--- src/logic/gpu_pkg.sv ---
package gpu_pkg;

	// command opcodes, carried in bits 26:24 of the command word
	typedef enum logic [2:0]
	{
		OP_CLEAR      = 3'd0,
		OP_SET_START  = 3'd1,
		OP_SET_END    = 3'd2,
		OP_SET_COLOR  = 3'd3,
		OP_MOVE_START = 3'd4,
		OP_MOVE_END   = 3'd5,
		OP_DRAW       = 3'd6,
		OP_FLIP       = 3'd7
	} gpu_op_e;

	// kind of job handed to the rasteriser
	typedef enum logic
	{
		JOB_LINE  = 1'b0,
		JOB_CLEAR = 1'b1
	} job_e;

	// rasteriser FSM
	typedef enum logic [1:0]
	{
		IDLE  = 2'd0,
		LINE  = 2'd1,
		CLEAR = 2'd2
	} raster_state_e;

	localparam int X_W      = 9;
	localparam int Y_W      = 8;
	localparam int COLOR_W  = 24;
	localparam int SCREEN_W = 320;
	localparam int SCREEN_H = 240;

endpackage

--- src/logic/draw_cmd_if.sv ---
`timescale 1ns/1ps

// job request from the command decoder to the rasteriser
interface draw_cmd_if;

	logic [gpu_pkg::X_W-1:0]     start_x;
	logic [gpu_pkg::Y_W-1:0]     start_y;
	logic [gpu_pkg::X_W-1:0]     end_x;
	logic [gpu_pkg::Y_W-1:0]     end_y;
	logic [gpu_pkg::COLOR_W-1:0] color;
	gpu_pkg::job_e               job;
	logic                        back;
	logic                        go;
	logic                        busy;

	modport decoder (output start_x, start_y, end_x, end_y, color, job, back, go,
		input busy);

	modport raster (input start_x, start_y, end_x, end_y, color, job, back, go,
		output busy);

endinterface

--- src/logic/pixel_if.sv ---
`timescale 1ns/1ps

// single pixel stream, transfers when valid and not stall
interface pixel_if;

	logic [gpu_pkg::X_W-1:0]     x;
	logic [gpu_pkg::Y_W-1:0]     y;
	logic [gpu_pkg::COLOR_W-1:0] color;
	logic                        back;
	logic                        valid;
	logic                        stall;

	modport source (output x, y, color, back, valid, input stall);

	modport sink (input x, y, color, back, valid, output stall);

endinterface

--- src/logic/apb_cmd_decoder.sv ---
`timescale 1ns/1ps

module apb_cmd_decoder (
	input  logic        clk,
	input  logic        rst_n,
	input  logic        psel,
	input  logic        penable,
	input  logic        pwrite,
	input  logic [31:0] pwdata,
	output logic        pready,
	output logic [31:0] prdata,
	draw_cmd_if.decoder cmd
);

	gpu_pkg::gpu_op_e            op;
	logic [gpu_pkg::X_W-1:0]     arg_x;
	logic [gpu_pkg::Y_W-1:0]     arg_y;
	logic                        is_job;
	logic                        accept;

	// opcode in 26:24, point is x above y
	assign op     = gpu_pkg::gpu_op_e'(pwdata[26:24]);
	assign arg_x  = pwdata[gpu_pkg::Y_W +: gpu_pkg::X_W];
	assign arg_y  = pwdata[gpu_pkg::Y_W-1:0];
	assign is_job = (op == gpu_pkg::OP_CLEAR) || (op == gpu_pkg::OP_DRAW);

	// hold the access phase of a job until the rasteriser is free
	assign pready = !(psel && penable && pwrite && is_job && (cmd.busy || cmd.go));
	assign accept = psel && penable && pwrite && pready;

	// status, bit 0 busy and bit 1 back buffer
	assign prdata = {30'b0, cmd.back, cmd.busy | cmd.go};

	always_ff @(posedge clk or negedge rst_n)
	begin
		if (!rst_n)
		begin
			cmd.start_x <= '0;
			cmd.start_y <= '0;
			cmd.end_x   <= '0;
			cmd.end_y   <= '0;
			cmd.color   <= '0;
			cmd.job     <= gpu_pkg::JOB_LINE;
			cmd.back    <= 1'b0;
			cmd.go      <= 1'b0;
		end
		else
		begin
			cmd.go <= 1'b0;
			if (accept)
			begin
				case (op)
					gpu_pkg::OP_SET_START:
					begin
						cmd.start_x <= arg_x;
						cmd.start_y <= arg_y;
					end
					gpu_pkg::OP_SET_END:
					begin
						cmd.end_x <= arg_x;
						cmd.end_y <= arg_y;
					end
					gpu_pkg::OP_SET_COLOR: cmd.color <= pwdata[gpu_pkg::COLOR_W-1:0];
					// moves wrap at the field width
					gpu_pkg::OP_MOVE_START:
					begin
						cmd.start_x <= cmd.start_x + arg_x;
						cmd.start_y <= cmd.start_y + arg_y;
					end
					gpu_pkg::OP_MOVE_END:
					begin
						cmd.end_x <= cmd.end_x + arg_x;
						cmd.end_y <= cmd.end_y + arg_y;
					end
					gpu_pkg::OP_FLIP: cmd.back <= ~cmd.back;
					gpu_pkg::OP_CLEAR, gpu_pkg::OP_DRAW:
					begin
						cmd.go  <= 1'b1;
						cmd.job <= (op == gpu_pkg::OP_CLEAR) ? gpu_pkg::JOB_CLEAR
							: gpu_pkg::JOB_LINE;
					end
				endcase
			end
		end
	end

endmodule

--- src/logic/line_rasterizer.sv ---
`timescale 1ns/1ps

module line_rasterizer (
	input  logic       clk,
	input  logic       rst_n,
	draw_cmd_if.raster cmd,
	pixel_if.source    pix
);

	localparam logic [gpu_pkg::X_W-1:0] MAX_X = gpu_pkg::X_W'(gpu_pkg::SCREEN_W - 1);
	localparam logic [gpu_pkg::Y_W-1:0] MAX_Y = gpu_pkg::Y_W'(gpu_pkg::SCREEN_H - 1);

	gpu_pkg::raster_state_e      state;
	logic [gpu_pkg::X_W-1:0]     cur_x, end_x;
	logic [gpu_pkg::Y_W-1:0]     cur_y, end_y;
	logic [gpu_pkg::COLOR_W-1:0] color;
	logic                        back;
	logic signed [11:0]          ddx, ddy, adx, ady;
	logic signed [11:0]          dx, dy, err, e2;
	logic                        x_neg, y_neg;
	logic                        step_x, step_y;
	logic                        visible, advance, last;

	// deltas of the incoming job
	assign ddx = 12'(cmd.end_x) - 12'(cmd.start_x);
	assign ddy = 12'(cmd.end_y) - 12'(cmd.start_y);
	assign adx = ddx[11] ? -ddx : ddx;
	assign ady = ddy[11] ? -ddy : ddy;

	// bresenham decision, dy is kept negative
	assign e2     = err <<< 1;
	assign step_x = (e2 >= dy);
	assign step_y = (e2 <= dx);

	// off-screen points still take a cycle but are not emitted
	assign visible = (cur_x <= MAX_X) && (cur_y <= MAX_Y);
	assign advance = (state != gpu_pkg::IDLE) && !(visible && pix.stall);
	assign last    = (state == gpu_pkg::LINE) ? (cur_x == end_x && cur_y == end_y)
		: (cur_x == MAX_X && cur_y == MAX_Y);

	assign cmd.busy  = (state != gpu_pkg::IDLE);
	assign pix.valid = (state != gpu_pkg::IDLE) && visible;
	assign pix.x     = cur_x;
	assign pix.y     = cur_y;
	assign pix.color = color;
	assign pix.back  = back;

	always_ff @(posedge clk or negedge rst_n)
	begin
		if (!rst_n)
		begin
			state <= gpu_pkg::IDLE;
			cur_x <= '0;
			cur_y <= '0;
			end_x <= '0;
			end_y <= '0;
			color <= '0;
			back  <= 1'b0;
			dx    <= '0;
			dy    <= '0;
			err   <= '0;
			x_neg <= 1'b0;
			y_neg <= 1'b0;
		end
		else
		begin
			case (state)
				gpu_pkg::IDLE:
				begin
					if (cmd.go)
					begin
						end_x <= cmd.end_x;
						end_y <= cmd.end_y;
						color <= cmd.color;
						back  <= cmd.back;
						dx    <= adx;
						dy    <= -ady;
						err   <= adx - ady;
						x_neg <= ddx[11];
						y_neg <= ddy[11];
						if (cmd.job == gpu_pkg::JOB_CLEAR)
						begin
							cur_x <= '0;
							cur_y <= '0;
							state <= gpu_pkg::CLEAR;
						end
						else
						begin
							cur_x <= cmd.start_x;
							cur_y <= cmd.start_y;
							state <= gpu_pkg::LINE;
						end
					end
				end
				gpu_pkg::LINE:
				begin
					if (advance && last)
						state <= gpu_pkg::IDLE;
					else if (advance)
					begin
						if (step_x)
							cur_x <= x_neg ? cur_x - 1'b1 : cur_x + 1'b1;
						if (step_y)
							cur_y <= y_neg ? cur_y - 1'b1 : cur_y + 1'b1;
						err <= err + (step_x ? dy : 12'sd0) + (step_y ? dx : 12'sd0);
					end
				end
				gpu_pkg::CLEAR:
				begin
					// row by row over the whole buffer
					if (advance && last)
						state <= gpu_pkg::IDLE;
					else if (advance && cur_x == MAX_X)
					begin
						cur_x <= '0;
						cur_y <= cur_y + 1'b1;
					end
					else if (advance)
						cur_x <= cur_x + 1'b1;
				end
				default: state <= gpu_pkg::IDLE;
			endcase
		end
	end

endmodule

--- src/logic/ahb_pixel_writer.sv ---
`timescale 1ns/1ps

module ahb_pixel_writer #(
	parameter logic [31:0] FB_BASE = 32'h0
) (
	input  logic        clk,
	input  logic        rst_n,
	pixel_if.sink       pix,
	output logic [31:0] haddr,
	output logic [31:0] hwdata,
	output logic        hwrite,
	output logic [1:0]  htrans,
	input  logic        hready
);

	localparam logic [1:0] HTRANS_IDLE   = 2'b00;
	localparam logic [1:0] HTRANS_NONSEQ = 2'b10;

	logic [31:0] row;
	logic [31:0] addr;
	logic        accept;

	// back buffer sits below the front one
	assign row  = 32'(pix.y) + (pix.back ? 32'(gpu_pkg::SCREEN_H) : 32'd0);
	assign addr = FB_BASE + ((row * 32'(gpu_pkg::SCREEN_W) + 32'(pix.x)) << 2);

	assign pix.stall = (htrans == HTRANS_NONSEQ) && !hready;
	assign accept    = pix.valid && !pix.stall;

	always_ff @(posedge clk or negedge rst_n)
	begin
		if (!rst_n)
		begin
			haddr  <= '0;
			hwdata <= '0;
			hwrite <= 1'b0;
			htrans <= HTRANS_IDLE;
		end
		else if (accept)
		begin
			haddr  <= addr;
			hwdata <= 32'(pix.color);
			hwrite <= 1'b1;
			htrans <= HTRANS_NONSEQ;
		end
		// write done and nothing behind it
		else if (hready)
		begin
			hwrite <= 1'b0;
			htrans <= HTRANS_IDLE;
		end
	end

endmodule

--- src/logic/gpu_top.sv ---
`timescale 1ns/1ps

module gpu_top #(
	parameter logic [31:0] FB_BASE = 32'h0
) (
	input  logic        clk,
	input  logic        rst_n,
	input  logic        psel,
	input  logic        penable,
	input  logic        pwrite,
	input  logic [31:0] pwdata,
	output logic        pready,
	output logic [31:0] prdata,
	output logic [31:0] haddr,
	output logic [31:0] hwdata,
	output logic        hwrite,
	output logic [1:0]  htrans,
	input  logic        hready
);

	draw_cmd_if cmd_bus ();
	pixel_if    pix_bus ();

	apb_cmd_decoder u_decoder (
		.clk     (clk),
		.rst_n   (rst_n),
		.psel    (psel),
		.penable (penable),
		.pwrite  (pwrite),
		.pwdata  (pwdata),
		.pready  (pready),
		.prdata  (prdata),
		.cmd     (cmd_bus.decoder)
	);

	line_rasterizer u_raster (
		.clk   (clk),
		.rst_n (rst_n),
		.cmd   (cmd_bus.raster),
		.pix   (pix_bus.source)
	);

	ahb_pixel_writer #(.FB_BASE(FB_BASE)) u_writer (
		.clk    (clk),
		.rst_n  (rst_n),
		.pix    (pix_bus.sink),
		.haddr  (haddr),
		.hwdata (hwdata),
		.hwrite (hwrite),
		.htrans (htrans),
		.hready (hready)
	);

endmodule

--- config.mk ---
export PLATFORM = sky130hd
export DESIGN_NAME = gpu_top
export DESIGN_NICKNAME = d
export VERILOG_FILES = /design/src/logic/gpu_pkg.sv /design/src/logic/draw_cmd_if.sv /design/src/logic/pixel_if.sv /design/src/logic/apb_cmd_decoder.sv /design/src/logic/line_rasterizer.sv /design/src/logic/ahb_pixel_writer.sv /design/src/logic/gpu_top.sv
export SDC_FILE = /design/constraint.sdc
export NUM_CORES = 1
export LEC_CHECK = 0
export BUFFER_PORTS_ARGS = -buffer_cell sky130_fd_sc_hd__clkbuf_2
export CORE_MARGIN = 2
export CORE_UTILIZATION = 66
export DETAILED_ROUTE_END_ITERATION = 10
export PLACE_DENSITY = 0.86
export SLEW_MARGIN = 20
export SYNTH_ARGS = -nofsm -noshare
export SYNTH_HDL_FRONTEND = slang
export SYNTH_SLANG_ARGS = --single-unit
--- constraint.sdc ---
create_clock -name clk -period 10.7 [get_ports clk]
set_clock_uncertainty 0.2 [all_clocks]
set_input_delay 2.675 -clock clk [delete_from_list [all_inputs] [get_ports clk]]
set_output_delay 2.675 -clock clk [all_outputs]
set_load 0.1 [all_outputs]
Yosys cells after proc, flatten, opt, wreduce, memory -nomap -nowiden. Index checks and enable logic that the tools add are counted.

Add/sub/neg operators: 18. Multipliers: 1. $lt $le $gt $ge: 4. Eq/ne operators: 23. Muxes and demuxes: 44. Bitwise logic cells: 2. Reductions and logical operators: 41.

Operators by type and width (number): $mux W12 (7); $mux W9 (9); $mux W8 (9); $neg A12 Y12 (3); $pmux W9 S2 (2); $add A8 B32 Y32 (1); $mul A32 B3 Y24 const B (1); $pmux W8 S2 (2); $add A30 B9 Y30 (1); $pmux W9 S3 (1); $add A12 B12 Y12 (2); $pmux W12 S2 (1); $pmux W8 S3 (1); $add A9 B9 Y9 (2); $add A8 B8 Y8 (2); $logic_and A1 B1 Y1 (15); $reduce_and A2 Y1 (7); $reduce_and A7 Y1 (2); $eq A3 B3 Y1 const B (4); $ge A12 B12 Y1 (1); $le A12 B12 Y1 (1); $sub A12 B12 Y12 (1); $mux W2 (5); $ne A2 B1 Y1 const B (5); other kinds (30) (48).

Register bits: 217. Input bits: 38. Output and inout port bits: 100. Logic and storage cells: 157.

Longest topological paths before layout.
Word-level depth: 9. Mapped depth: 23. Gate-level depth less buffers: 22.

Cells and area by module. From an unflattened synthesis, not the netlist that was laid out.

Cell total of the unflattened synthesis: 1630. Area total of the unflattened synthesis: 14750.4 um^2.

By module, submodules not included: line_rasterizer (times used 1, cells each 954, area an instance 7972.6 um^2); apb_cmd_decoder (times used 1, cells each 449, area an instance 4181.5 um^2); ahb_pixel_writer (times used 1, cells each 227, area an instance 2596.2 um^2).

Least setup slack after synthesis. Ideal clock, no wire load.

Path type: in2out. From: in pwdata[26]. To: out pready. Data arrival time: 3.808 ns. Data required time: 7.825 ns. Path slack: 4.017 ns. Stages on the path: 4. Path buffers: 1. Path through: clkbuf_1 -> xor2_1 -> nor3_1 -> nand2_1.

Longest elaborated chain between the ends: 5.

RTL lines: from (decl) (RTL line gpu_top.sv:11) `input logic [31:0] pwdata,`; $eq A3 B3 Y1 or $logic_not A3 Y1 (tied branches) (RTL line apb_cmd_decoder.sv:25) `assign is_job = (op == gpu_pkg::OP_CLEAR) || (op == gpu_pkg::OP_DRAW);`; $logic_or A1 B1 Y1 * (RTL line apb_cmd_decoder.sv:25); $logic_and A1 B1 Y1 * (2 in series) (RTL line apb_cmd_decoder.sv:28) `assign pready = !(psel && penable && pwrite && is_job && (cmd.busy || cmd.go));`; $logic_not A1 Y1 * (RTL line apb_cmd_decoder.sv:28); to (decl) (RTL line gpu_top.sv:12) `output logic pready,`.

Every way passes the cells marked *; elsewhere a longest branch is shown, timed or not.

Worst setup path after layout. Ends and elaborated chain as after synthesis.

==> run metrics <==
commonest non-fill, non-tap cell in the layout=nand2_1; Final min period=6.54 ns; post-synthesis adder-cell area fraction=13.3%; critical path required time=7.83 ns; status=completed; worst setup margin=4.16 ns; Sink Count=203; Async SR Flop Fraction=100%; Clock transition at path regs=0.06 ns; mean routed wirelength per cell=17.8 um; worst-skew pair later-pin latency=0.53 ns; I/O Pins=138; PortBufs=80; Post-CTS Resized=0; final setup fails=0; HP Class=flip-flop to flip-flop; CTS Buffer Depth=3; vias per std cell=6.00; Cells after Synth=1688; Die Wd=152 um; unrepaired setup endpoints after global routing=false; root buffer cell=clkbuf_16; FMAX=0.153 GHz; postcts setup bufs=0; Antenna Violating Nets Remaining=0; Post-synth EDFFs=0; CP Class=input port to output port; cts bufs inserted=23; top area cells in the synthesized netlist=dfrtp_1 (35%), ha_1 (10%), nand2_1 (9.2%), xnor2_1 (4.0%), o21ai_0 (4.0%); post-DP HPWL=25600 um; worst slack, placed=4.17 ns; largest net degree at the start of global routing=118; Final nets=1914; WP data arrival=3.66 ns; final hold violation count=0; DRT iter0 DRCs=962; hold_buf cts=0; compound-gate portion of the synthesized area=15.6%; Layout area overhead=8.27%; multiplexer share of the synthesized area=3.42%; antenna diode count=0; row count=54; DR vias=12195; Initial Util=66.7%; Worst Max-Slew Pin Slew=1.02 ns; GPL Wtd Cong=0.962; most frequent cells in the layout=nand2_1 (352), dfrtp_1 (203), inv_1 (123), ha_1 (120), o21ai_0 (115); DRC=0; count of cell types in the netlist=79; Post-Synthesis Cell Area=14500 sq um; Total Die Area=23100 sq um; FF+latch count, synth=203; largest family of logic cells by synthesized area=simple AND/OR/NAND/NOR gates; htree depth=1; Slew Limit Fails=0; share of cells above drive strength 1=11.3%; all-layer global routing usage=31.0%; Synth Area in Simple Gates=18.1%; DRT Pass-1 Iters=5; drt total wl=36100 um; peak fanout along the critical path=7; xor and xnor area share after synthesis=6.45%; total gr overflow=0; final period utilization=61.1%; area leader, netlist=dfrtp_1; initial antenna violation count=0; Die Y=152 um; first-pass GRT wire length=59600 um; sequential share of the synthesized area=35.1%; Sum Neg Setup Slack=0 ns; share of the synthesized area in the top cell type=35.1%; CP Capture Type=output port; core area=21700 sq um; ys flop type=dfrtp_1; startpoint types=input port; MaxCap Viol Count=0; syn avg cell area=8.57 sq um; Syn. warnings=0; vias in the first global route=12032; CTS tree=built; worst relative slew slack=31.5%
## worst max-delay path: stages
cell and delay [ns]:
clkbuf_2 0.17, xor2_1 0.21, nor3_1 0.08, nand2_1 0.07, clkbuf_2 0.46
## registers in the layout, summed over array words and instances (netlist names), 2 cells and up
name                   flops
u_raster.end_x             9
u_raster.pix.y             8
u_writer.hwdata           24
u_decoder.cmd.color       24
u_raster.pix.x             9
u_decoder.cmd.start_x      9
u_decoder.cmd.end_y        8
u_writer.haddr            19
u_raster.pix.color        24
u_raster.dx               12
u_raster.state             2
u_decoder.cmd.start_y      8
u_decoder.cmd.end_x        9
u_raster.end_y             8
u_raster.err              11
u_raster.dy               12
## path summary, 6_finish.rpt
kind / startpoint / to / slack [ns] / cells after the start
setup / recovery: pwdata[26] / pready / 4.16 / 5
hold / removal: u_decoder.cmd.color[2] / u_raster.pix.color[2] / 0.26 / 2
setup reg to reg: u_raster.dy[7] / u_raster.err[10] / 5.39 / 19
hold reg to reg: u_decoder.cmd.color[2] / u_raster.pix.color[2] / 0.26 / 2
max in group asynchronous: rst_n / u_writer.haddr[13] / 6.94 / 3
min in group asynchronous: rst_n / u_decoder.cmd.end_x[6] / 1.85 / 1
## routing by layer
| layer | routed length, um | part of all wire [%] | vias to the layer above | GRT usage (%) |
|---|---|---|---|---|
| met5 | 0 | 0 | - | 0 |
| met1 | 15000 | 42 | 5893 | 42.6 |
| met2 | 17000 | 47 | 492 | 50.8 |
| li1 | - | - | 5720 | - |
| met4 | 992 | 2.8 | 0 | 9.70 |
| met3 | 3020 | 8.4 | 90 | 5.31 |
## cell usage after synthesis, types with 35 or more instances
library cell	n
inv_1	123
nor3_1	35
nor2_1	77
mux2_2	35
a21oi_1	92
nand2_1	353
o21ai_0	115
ha_1	120
buf_4	58
dfrtp_1	203
clkbuf_1	50
xnor2_1	66
## cells by family after synthesis
family | after synthesis
flip-flops | 203
other | 2
buffers and inverters | 244
multiplexers | 45
AO/OA/AOI/OAI | 357
adder cells (fa/ha/maj) | 141
XOR/XNOR | 103
AND/OR/NAND/NOR | 593
## cell type report
class	instances	area, sq um
flip-flops and latches	203	5080
well taps	280	350
inverters	123	462
repair buffers	92	523
fillers	1564	6030
clock buffers	32	629
multi-input cells	1292	8450
clock inverters	9	163
## per-stage QoR
| step | util, % | instance area (sq um) | hold WS, ns | std cells |
|---|---|---|---|---|
| 6_report | 72.2 | 15700 | 0.264 | 2031 |
| 2_1_floorplan | - | 14700 | 0.235 | 1739 |
| 3_5_place_dp | 68.4 | 14800 | 0.252 | 1989 |
| 5_1_grt | 72.2 | 15700 | 0.281 | 2031 |
| 4_1_cts | 72.0 | 15600 | 0.267 | 2030 |
| 3_3_place_gp | 68.4 | 14800 | 0.244 | 1989 |
Power is not shown: default switching activity piles up to over one toggle a cycle in this logic, so the estimate is an artifact.
